--- config.mk ---
export PLATFORM = sky130hd
export DESIGN_NAME = datapath_memory
export DESIGN_NICKNAME = d
export VERILOG_FILES = /design/src/logic/memsys_pkg.sv /design/src/logic/mem_client_if.sv /design/src/logic/datapath_memory.sv /design/src/logic/fetch_unit.sv /design/src/logic/lsq_unit.sv /design/src/logic/mem_arbiter.sv
export SDC_FILE = /design/constraint.sdc
export NUM_CORES = 1
export LEC_CHECK = 0
export BUFFER_PORTS_ARGS = -buffer_cell sky130_fd_sc_hd__buf_4
export CAP_MARGIN = 20
export CORE_UTILIZATION = 40
export DETAILED_ROUTE_END_ITERATION = 7
export SLEW_MARGIN = 15
export SYNTH_ARGS = -nofsm -noshare
export SYNTH_HDL_FRONTEND = slang
export SYNTH_HIERARCHICAL = 1
export SYNTH_SLANG_ARGS = --single-unit
--- constraint.sdc ---
create_clock -name clk_i -period 4.5 [get_ports clk_i]
set_input_delay 0.225 -clock clk_i [delete_from_list [all_inputs] [get_ports clk_i]]
set_output_delay 0.225 -clock clk_i [all_outputs]
set_load 0.005 [all_outputs]
--- src/logic/memsys_pkg.sv ---
`default_nettype none

package memsys_pkg;

	// Byte address and data widths
	localparam int unsigned ADDR_W  = 32;
	localparam int unsigned LINE_W  = 64;
	localparam int unsigned INSTR_W = 32;

	// One memory word is exactly one fetch line
	localparam int unsigned       LINE_OFS_W = $clog2(LINE_W / 8);
	localparam logic [ADDR_W-1:0] LINE_BYTES = ADDR_W'(LINE_W / 8);

	localparam logic [ADDR_W-1:0] BOOT_PC = 32'h0000_1000;

	// Load/store queue sizing
	localparam int unsigned          LSQ_DEPTH = 2;
	localparam int unsigned          LSQ_PTR_W = $clog2(LSQ_DEPTH);
	localparam logic [LSQ_PTR_W:0]   LSQ_FULL  = (LSQ_PTR_W + 1)'(LSQ_DEPTH);

	// Who issued a request, echoed back on its answer
	typedef enum logic {
		SRC_FETCH = 1'b0,
		SRC_LSQ   = 1'b1
	} src_id_e;

	typedef enum logic {
		LS_LOAD  = 1'b0,
		LS_STORE = 1'b1
	} ls_op_e;

	// Fetch sees two instruction slots, the load/store side sees one doubleword
	// slot[0] holds the lower address
	typedef union packed {
		logic [1:0][INSTR_W-1:0] slot;
		logic [LINE_W-1:0]       dword;
	} mem_word_u;

	// Clears the byte offset inside a line
	function automatic logic [ADDR_W-1:0] line_base(input logic [ADDR_W-1:0] addr);
		return {addr[ADDR_W-1:LINE_OFS_W], {LINE_OFS_W{1'b0}}};
	endfunction

endpackage

`default_nettype wire

--- src/logic/mem_client_if.sv ---
`default_nettype none

interface mem_client_if;

	// Request side, one transfer per valid and ready cycle
	logic                          req_valid;
	logic                          req_ready;
	logic                          req_we;
	logic [memsys_pkg::ADDR_W-1:0] req_addr;
	logic [memsys_pkg::LINE_W-1:0] req_wdata;

	// Answer side, single-cycle pulse with no back-pressure
	logic                          ans_valid;
	memsys_pkg::mem_word_u         ans_data;

	modport client (
		output req_valid, req_we, req_addr, req_wdata,
		input  req_ready, ans_valid, ans_data
	);

	modport arbiter (
		input  req_valid, req_we, req_addr, req_wdata,
		output req_ready, ans_valid, ans_data
	);

endinterface

`default_nettype wire

--- src/logic/datapath_memory.sv ---
`default_nettype none

module datapath_memory (
	input  wire logic                          clk_i,
	input  wire logic                          rst_n_i,

	// Fetch side
	input  wire logic                          redirect_i,
	input  wire logic [memsys_pkg::ADDR_W-1:0] redirect_pc_i,
	input  wire logic                          instr_ready_i,
	output logic                               instr_valid_o,
	output logic [memsys_pkg::INSTR_W-1:0]     instr_o,
	output logic [memsys_pkg::ADDR_W-1:0]      instr_pc_o,

	// Load/store side
	input  wire logic                          ls_valid_i,
	input  wire memsys_pkg::ls_op_e            ls_op_i,
	input  wire logic [memsys_pkg::ADDR_W-1:0] ls_addr_i,
	input  wire logic [memsys_pkg::LINE_W-1:0] ls_wdata_i,
	output logic                               ls_ready_o,
	output logic                               ls_ans_valid_o,
	output logic [memsys_pkg::LINE_W-1:0]      ls_rdata_o,

	// External memory with tagged answers
	output logic                               mem_req_valid_o,
	input  wire logic                          mem_req_ready_i,
	output logic                               mem_req_we_o,
	output logic [memsys_pkg::ADDR_W-1:0]      mem_req_addr_o,
	output logic [memsys_pkg::LINE_W-1:0]      mem_req_wdata_o,
	output memsys_pkg::src_id_e                mem_req_src_o,
	input  wire logic                          mem_ans_valid_i,
	input  wire memsys_pkg::src_id_e           mem_ans_src_i,
	input  wire logic [memsys_pkg::LINE_W-1:0] mem_ans_data_i
);

	mem_client_if fetch_if ();
	mem_client_if lsq_if ();

	fetch_unit i_fetch_unit (
		.clk_i         (clk_i),
		.rst_n_i       (rst_n_i),
		.redirect_i    (redirect_i),
		.redirect_pc_i (redirect_pc_i),
		.instr_ready_i (instr_ready_i),
		.instr_valid_o (instr_valid_o),
		.instr_o       (instr_o),
		.instr_pc_o    (instr_pc_o),
		.mem           (fetch_if.client)
	);

	lsq_unit i_lsq_unit (
		.clk_i          (clk_i),
		.rst_n_i        (rst_n_i),
		.ls_valid_i     (ls_valid_i),
		.ls_op_i        (ls_op_i),
		.ls_addr_i      (ls_addr_i),
		.ls_wdata_i     (ls_wdata_i),
		.ls_ready_o     (ls_ready_o),
		.ls_ans_valid_o (ls_ans_valid_o),
		.ls_rdata_o     (ls_rdata_o),
		.mem            (lsq_if.client)
	);

	mem_arbiter i_mem_arbiter (
		.clk_i           (clk_i),
		.rst_n_i         (rst_n_i),
		.fetch           (fetch_if.arbiter),
		.lsq             (lsq_if.arbiter),
		.mem_req_valid_o (mem_req_valid_o),
		.mem_req_ready_i (mem_req_ready_i),
		.mem_req_we_o    (mem_req_we_o),
		.mem_req_addr_o  (mem_req_addr_o),
		.mem_req_wdata_o (mem_req_wdata_o),
		.mem_req_src_o   (mem_req_src_o),
		.mem_ans_valid_i (mem_ans_valid_i),
		.mem_ans_src_i   (mem_ans_src_i),
		.mem_ans_data_i  (mem_ans_data_i)
	);

endmodule

`default_nettype wire

--- src/logic/fetch_unit.sv ---
`default_nettype none

module fetch_unit (
	input  wire logic                          clk_i,
	input  wire logic                          rst_n_i,
	input  wire logic                          redirect_i,
	input  wire logic [memsys_pkg::ADDR_W-1:0] redirect_pc_i,
	input  wire logic                          instr_ready_i,
	output logic                               instr_valid_o,
	output logic [memsys_pkg::INSTR_W-1:0]     instr_o,
	output logic [memsys_pkg::ADDR_W-1:0]      instr_pc_o,
	mem_client_if.client                       mem
);

	// pc is kept as a line address plus a slot index
	logic [memsys_pkg::ADDR_W-1:0] line_pc_q, line_pc_d;
	logic                          slot_q, slot_d;
	memsys_pkg::mem_word_u         line_q, line_d;
	logic                          line_valid_q, line_valid_d;
	logic                          req_valid_q, req_valid_d;
	logic [memsys_pkg::ADDR_W-1:0] req_addr_q, req_addr_d;
	logic                          wait_q, wait_d;
	logic                          drop_q, drop_d;

	always_comb begin
		line_pc_d    = line_pc_q;
		slot_d       = slot_q;
		line_d       = line_q;
		line_valid_d = line_valid_q;
		req_valid_d  = req_valid_q;
		req_addr_d   = req_addr_q;
		wait_d       = wait_q;
		drop_d       = drop_q;

		if (req_valid_q && mem.req_ready) begin
			req_valid_d = 1'b0;
			wait_d      = 1'b1;
		end

		// A stale answer only frees the outstanding request
		if (mem.ans_valid) begin
			wait_d = 1'b0;
			drop_d = 1'b0;
			if (!drop_q) begin
				line_d       = mem.ans_data;
				line_valid_d = 1'b1;
			end
		end

		if (line_valid_q && instr_ready_i) begin
			if (slot_q) begin
				line_valid_d = 1'b0;
				slot_d       = 1'b0;
				line_pc_d    = line_pc_q + memsys_pkg::LINE_BYTES;
			end else begin
				slot_d = 1'b1;
			end
		end

		// Whatever is still outstanding after this cycle belongs to the old path
		if (redirect_i) begin
			line_valid_d = 1'b0;
			line_pc_d    = memsys_pkg::line_base(redirect_pc_i);
			slot_d       = redirect_pc_i[memsys_pkg::LINE_OFS_W-1];
			drop_d       = req_valid_d || wait_d;
		end

		// Fetch the line holding the pc once nothing is pending
		if (!req_valid_d && !wait_d && !line_valid_d) begin
			req_valid_d = 1'b1;
			req_addr_d  = line_pc_d;
		end
	end

	always_ff @(posedge clk_i) begin
		if (!rst_n_i) begin
			line_pc_q    <= memsys_pkg::line_base(memsys_pkg::BOOT_PC);
			slot_q       <= memsys_pkg::BOOT_PC[memsys_pkg::LINE_OFS_W-1];
			line_valid_q <= 1'b0;
			req_valid_q  <= 1'b0;
			wait_q       <= 1'b0;
			drop_q       <= 1'b0;
		end else begin
			line_pc_q    <= line_pc_d;
			slot_q       <= slot_d;
			line_valid_q <= line_valid_d;
			req_valid_q  <= req_valid_d;
			wait_q       <= wait_d;
			drop_q       <= drop_d;
		end
	end

	always_ff @(posedge clk_i) begin
		line_q     <= line_d;
		req_addr_q <= req_addr_d;
	end

	// Fetch only reads
	assign mem.req_valid = req_valid_q;
	assign mem.req_we    = 1'b0;
	assign mem.req_addr  = req_addr_q;
	assign mem.req_wdata = '0;

	assign instr_valid_o = line_valid_q;
	assign instr_o       = line_q.slot[slot_q];
	assign instr_pc_o    = {line_pc_q[memsys_pkg::ADDR_W-1:memsys_pkg::LINE_OFS_W], slot_q, 2'b00};

endmodule

`default_nettype wire

--- src/logic/lsq_unit.sv ---
`default_nettype none

module lsq_unit (
	input  wire logic                          clk_i,
	input  wire logic                          rst_n_i,
	input  wire logic                          ls_valid_i,
	input  wire memsys_pkg::ls_op_e            ls_op_i,
	input  wire logic [memsys_pkg::ADDR_W-1:0] ls_addr_i,
	input  wire logic [memsys_pkg::LINE_W-1:0] ls_wdata_i,
	output logic                               ls_ready_o,
	output logic                               ls_ans_valid_o,
	output logic [memsys_pkg::LINE_W-1:0]      ls_rdata_o,
	mem_client_if.client                       mem
);

	// Queue storage
	memsys_pkg::ls_op_e            op_q   [memsys_pkg::LSQ_DEPTH];
	logic [memsys_pkg::ADDR_W-1:0] addr_q [memsys_pkg::LSQ_DEPTH];
	logic [memsys_pkg::LINE_W-1:0] data_q [memsys_pkg::LSQ_DEPTH];

	logic [memsys_pkg::LSQ_PTR_W-1:0] wr_ptr_q;
	logic [memsys_pkg::LSQ_PTR_W-1:0] rd_ptr_q;
	logic [memsys_pkg::LSQ_PTR_W:0]   count_q;
	logic                             inflight_q;
	logic                             push;
	logic                             pop;
	logic                             head_load;

	assign ls_ready_o = (count_q != memsys_pkg::LSQ_FULL);
	assign push       = ls_valid_i && ls_ready_o;

	// Only the head is ever in flight, so any answer retires it
	assign pop        = mem.ans_valid;
	assign head_load  = (op_q[rd_ptr_q] == memsys_pkg::LS_LOAD);

	always_ff @(posedge clk_i) begin
		if (push) begin
			op_q[wr_ptr_q]   <= ls_op_i;
			addr_q[wr_ptr_q] <= ls_addr_i;
			data_q[wr_ptr_q] <= ls_wdata_i;
		end
	end

	always_ff @(posedge clk_i) begin
		if (!rst_n_i) begin
			wr_ptr_q       <= '0;
			rd_ptr_q       <= '0;
			count_q        <= '0;
			inflight_q     <= 1'b0;
			ls_ans_valid_o <= 1'b0;
		end else begin
			if (push) begin
				wr_ptr_q <= wr_ptr_q + 1'b1;
			end
			if (pop) begin
				rd_ptr_q <= rd_ptr_q + 1'b1;
			end

			if (push && !pop) begin
				count_q <= count_q + 1'b1;
			end else if (pop && !push) begin
				count_q <= count_q - 1'b1;
			end

			if (mem.req_valid && mem.req_ready) begin
				inflight_q <= 1'b1;
			end else if (pop) begin
				inflight_q <= 1'b0;
			end

			// stores retire without telling anyone
			ls_ans_valid_o <= pop && head_load;
		end
	end

	always_ff @(posedge clk_i) begin
		if (pop) begin
			ls_rdata_o <= mem.ans_data.dword;
		end
	end

	// Head goes out as a doubleword request
	assign mem.req_valid = (count_q != '0) && !inflight_q;
	assign mem.req_we    = (op_q[rd_ptr_q] == memsys_pkg::LS_STORE);
	assign mem.req_addr  = memsys_pkg::line_base(addr_q[rd_ptr_q]);
	assign mem.req_wdata = data_q[rd_ptr_q];

endmodule

`default_nettype wire

--- src/logic/mem_arbiter.sv ---
`default_nettype none

module mem_arbiter (
	input  wire logic                          clk_i,
	input  wire logic                          rst_n_i,
	mem_client_if.arbiter                      fetch,
	mem_client_if.arbiter                      lsq,
	output logic                               mem_req_valid_o,
	input  wire logic                          mem_req_ready_i,
	output logic                               mem_req_we_o,
	output logic [memsys_pkg::ADDR_W-1:0]      mem_req_addr_o,
	output logic [memsys_pkg::LINE_W-1:0]      mem_req_wdata_o,
	output memsys_pkg::src_id_e                mem_req_src_o,
	input  wire logic                          mem_ans_valid_i,
	input  wire memsys_pkg::src_id_e           mem_ans_src_i,
	input  wire logic [memsys_pkg::LINE_W-1:0] mem_ans_data_i
);

	memsys_pkg::src_id_e last_q;
	memsys_pkg::src_id_e lock_src_q;
	logic                lock_q;
	memsys_pkg::src_id_e gnt;

	// Round robin, except a stalled grant keeps its slot
	always_comb begin
		if (lock_q) begin
			gnt = lock_src_q;
		end else if (fetch.req_valid && lsq.req_valid) begin
			gnt = (last_q == memsys_pkg::SRC_FETCH) ? memsys_pkg::SRC_LSQ : memsys_pkg::SRC_FETCH;
		end else if (lsq.req_valid) begin
			gnt = memsys_pkg::SRC_LSQ;
		end else begin
			gnt = memsys_pkg::SRC_FETCH;
		end
	end

	always_ff @(posedge clk_i) begin
		if (!rst_n_i) begin
			last_q     <= memsys_pkg::SRC_LSQ;
			lock_src_q <= memsys_pkg::SRC_FETCH;
			lock_q     <= 1'b0;
		end else begin
			if (mem_req_valid_o && mem_req_ready_i) begin
				last_q <= gnt;
			end
			lock_q     <= mem_req_valid_o && !mem_req_ready_i;
			lock_src_q <= gnt;
		end
	end

	// Request mux onto the single port
	assign mem_req_valid_o = (gnt == memsys_pkg::SRC_FETCH) ? fetch.req_valid : lsq.req_valid;
	assign mem_req_we_o    = (gnt == memsys_pkg::SRC_FETCH) ? fetch.req_we : lsq.req_we;
	assign mem_req_addr_o  = (gnt == memsys_pkg::SRC_FETCH) ? fetch.req_addr : lsq.req_addr;
	assign mem_req_wdata_o = (gnt == memsys_pkg::SRC_FETCH) ? fetch.req_wdata : lsq.req_wdata;
	assign mem_req_src_o   = gnt;

	assign fetch.req_ready = mem_req_ready_i && (gnt == memsys_pkg::SRC_FETCH);
	assign lsq.req_ready   = mem_req_ready_i && (gnt == memsys_pkg::SRC_LSQ);

	// Answers go back by their tag
	assign fetch.ans_valid = mem_ans_valid_i && (mem_ans_src_i == memsys_pkg::SRC_FETCH);
	assign lsq.ans_valid   = mem_ans_valid_i && (mem_ans_src_i == memsys_pkg::SRC_LSQ);
	assign fetch.ans_data  = mem_ans_data_i;
	assign lsq.ans_data    = mem_ans_data_i;

endmodule

`default_nettype wire

==> flow_summary.yaml <==
timing:
  timing.max_slew.rel_slack: 0.3801
  hold_viol_final: 0
  max_freq_mhz: 338.0
  tightest_slew_ns: 0.9298
  final.min_clock_period_ns: 2.958
  slew_violations: 0
  finalSetupViolations: 0
  fin_tns_setup_ns: 0
  timing.final.ws_setup_ns: 1.542
  grt_setup_unrepaired: "no"
  timing.final.crit_share: 0.6574
  fin_worst_skew_ns: 0.01434
  final.hold.worst_slack_ns: 0.04453
setup_path:
  cp_slowest_cell: "sky130_fd_sc_hd__buf_12"
  worstReg2RegStart: "i_fetch_unit/instr_valid_o"
  worstReg2RegEnd: "i_fetch_unit/line_pc_q[12]"
  cp-start-kind: "flip-flop"
  rrSetupSlack_ns: 1.82
  cp.arrival_ns: 2.73
  ff2ff_path_depth: 5
  crit_fanout: 100
  setup.worst_path.end_class: "output pin"
  timing.critical_path.cells: "nor2_1 > nor2_1 > nor2b_1 > a22oi_2 > buf_12 > mux2_2 > buf_4"
  critical_path.max_stage_delay_ns: 0.51
  wp_data_required_ns: 4.28
  setup.worst_path.class: "flip-flop to output pin"
  worst_path_most_repeated_cell: "sky130_fd_sc_hd__nor2_1"
yosys:
  synth_sequential_area_ratio: 0.6301
  synth.area.top_cells: "sky130_fd_sc_hd__edfxtp_1, sky130_fd_sc_hd__buf_4, sky130_fd_sc_hd__mux2_2, sky130_fd_sc_hd__mux2_4, sky130_fd_sc_hd__dfxtp_1"
  netlist_area_mm2: 0.01808
  asyncSetResetFlopFracSynth: 0
  yosys.area.top_type_share: 0.5780
  ys_warn_count: 6
  synth_top_area_cell: "sky130_fd_sc_hd__edfxtp_1"
  post_synthesis_instance_total: 1174
  synth-edff-count: 348
  ys.flop_type: "sky130_fd_sc_hd__edfxtp_1"
  post_synth.cell_area_avg_um2: 15.40
  ys_ff_latch: 395
  yosys.cell_types.count: 61
power:
  power.static_leakage_nw: 9.329
  power_mw: 10.31
  net-switching-power_mw: 2.524
  share_clk_of_total_power: 0.350
  peak_supply_drop_uv: 315.1
  share_comb_of_total_power: 0.213
  power_frac_seq: 0.437
  power.share.switching: 0.2448
  internal-power_mw: 7.785
  power_per_cell_area_mw_per_mm2: 436.0
route:
  dr.pass1.iters: 4
  detailedRoute.firstIterationViolations: 517
  vias_per_cell: 4.682
  drt_wl_total_um: 42760
  routed-via-count: 10613
  post_drt_wl_per_cell_um: 18.86
  residual_drc: 0
  drt.antenna.violating_nets: 0
worst_hold_path:
  hold_path_startpoint: "redirect_pc_i[16]"
  worst_hold_path.num_cells: 3
  min_path_type: "input pin to flip-flop"
  worstHoldEndpoint: "i_fetch_unit/line_pc_q[16]"
floorplanning:
  std_cell_rows: 77
  pin_count: 431
  dieHeight_um: 214.6
  die_w_um: 214.6
  die_area_mm2: 0.04605
  core_mm2: 0.04441
  starting_density_of_the_core: 0.4070
layout:
  layout-area-overhead-vs-synth_pct: 30.78
  drive_gt1_frac: 0.4409
  layout.cells.most_common_list: "sky130_fd_sc_hd__buf_4, sky130_fd_sc_hd__edfxtp_1, sky130_fd_sc_hd__dlygate4sd3_1"
  stdcell_area_mm2: 0.02364
  layout.core_utilization: 0.5323
  nFillCells: 3696
  reg_area_mm2: 0.01140
  number_of_non_filler_instances_in_the_completed_layout: 2267
  design.final.nets: 1843
  final_common_cell: "sky130_fd_sc_hd__buf_4"
  multi_input_comb_area_mm2: 0.004822
placement:
  routability_cong: 0.7899
  postPlaceCellArea_mm2: 0.02029
  port_buffers: 423
  dpl.cell_count: 1996
  dp_hpwl_um: 28300
  pre_cts_ws_ns: 1.776
cts:
  clock_latency_ns: 0.57
  cts-root-buf: "sky130_fd_sc_hd__clkbuf_16"
  cts_resizes: 0
  cts.htree.levels: 2
  clock_tree_from_tritoncts: "yes"
  tritoncts_num_sinks: 395
  cts-buffers-inserted: 45
  clk_transition_reported_paths_ns: 0.06
  clock_buffer_depth: 3
global_routing:
  groute.usage.overall: 0.1839
  first_pass_grt_wire_length_um: 65260
  globalRouteOverflowTotal: 0
  antenna_found_initial: 4
  maximum_number_of_pins_on_one_net_before_global_route_repair: 101
  grt_pass1_vias: 11327
status:
  run_status: "finished clean"
job:
  max-cap-violations: 0
## final cells by class
| cell class | count | area share |
|---|---|---|
| multi-input combinational | 564 | 0.2040 |
| inverter | 11 | 0.001852 |
| antenna | 1 | 0.0001058 |
| clock inverter | 29 | 0.01270 |
| sequential | 395 | 0.4820 |
| timing repair buffer | 623 | 0.2193 |
| tap | 592 | 0.03133 |
| clock buffer | 52 | 0.04874 |
## flip-flops by register name (all words and copies together) (netlist names), 2 cells and up, named ones only
name and cells:
i_fetch_unit/line_pc_q 32, i_fetch_unit/line_q 64, i_fetch_unit/mem.req_addr 32, i_lsq_unit/addr_q 58, i_lsq_unit/count_q 2, i_lsq_unit/data_q 128, i_lsq_unit/ls_rdata_o 64, i_lsq_unit/op_q 2
## worst max path at each step
stage,from,endpoint,depth (start not counted)
after floorplan,mem_ans_valid_i,i_fetch_unit/mem.req_addr[0],5
after detailed placement,i_lsq_unit/count_q[1],i_fetch_unit/mem.req_addr[24],8
after global routing,i_lsq_unit/count_q[1],mem_req_addr_o[7],7
after global placement,i_lsq_unit/count_q[1],i_fetch_unit/mem.req_addr[23],8
after CTS,i_lsq_unit/count_q[1],mem_req_addr_o[7],7
final,i_lsq_unit/count_q[1],mem_req_wdata_o[63],7
## logic make-up after synthesis
logic type | synth area share
DFF | 0.6301
other | 0.0004154
buffers and inverters | 0.1186
adders and majority gates | 0.001384
muxes | 0.1590
and+or+nand+nor | 0.05564
xor gates and xnor gates | 0.006298
AOI/OAI and AO/OA | 0.02865
## critical path: cells and delay by family (launching register included)
family	cells	cell delay, ns
muxes	1	0.42
AOI/OAI and AO/OA	1	0.21
buffers and inverters	2	0.64
DFF	1	0.35
and+or+nand+nor	3	0.32
## routing by layer
metal | vias to the layer above | track usage | share of wire
li1 | 5015 | - | -
met1 | 5153 | 0.2210 | 0.41
met2 | 370 | 0.3042 | 0.48
met3 | 69 | 0.06709 | 0.084
met4 | 6 | 0.06238 | 0.029
met5 | - | 0 | 0.0011
## cell usage after synthesis, types with 7 or more instances
cell type / number
sky130_fd_sc_hd__a211oi_1: 8
sky130_fd_sc_hd__edfxtp_1: 348
sky130_fd_sc_hd__a31oi_1: 7
sky130_fd_sc_hd__and2_1: 14
sky130_fd_sc_hd__nand3_1: 15
sky130_fd_sc_hd__clkbuf_1: 9
sky130_fd_sc_hd__nor2b_1: 17
sky130_fd_sc_hd__buf_2: 8
sky130_fd_sc_hd__dfxtp_1: 47
sky130_fd_sc_hd__nand4_1: 7
sky130_fd_sc_hd__o21ai_0: 10
sky130_fd_sc_hd__mux2_2: 137
sky130_fd_sc_hd__buf_12: 10
sky130_fd_sc_hd__mux2_4: 86
sky130_fd_sc_hd__and4_1: 7
sky130_fd_sc_hd__a21oi_1: 12
sky130_fd_sc_hd__xnor2_1: 9
sky130_fd_sc_hd__nor2_1: 35
sky130_fd_sc_hd__nor4_1: 18
sky130_fd_sc_hd__buf_4: 230
sky130_fd_sc_hd__nor3_1: 17
sky130_fd_sc_hd__nand2_1: 22
sky130_fd_sc_hd__inv_1: 10
sky130_fd_sc_hd__buf_1: 9
sky130_fd_sc_hd__a311oi_1: 9
## power groups by stage
stage	combinational [mW]	sequential, mW	clock [mW]
4_1_cts	2.22	4.51	3.71
3_3_place_gp	2.06	4.57	0
5_1_grt	2.35	4.54	3.84
2_1_floorplan	1.40	4.55	0
3_5_place_dp	2.08	4.59	0
6_report	2.20	4.50	3.60
## repair_timing
action,in CTS,in global routing
hold endpoints to repair,355,0
hold buffers,188,0
buffers inserted,0,0
Note: power is estimated with default switching activity, not from simulation.
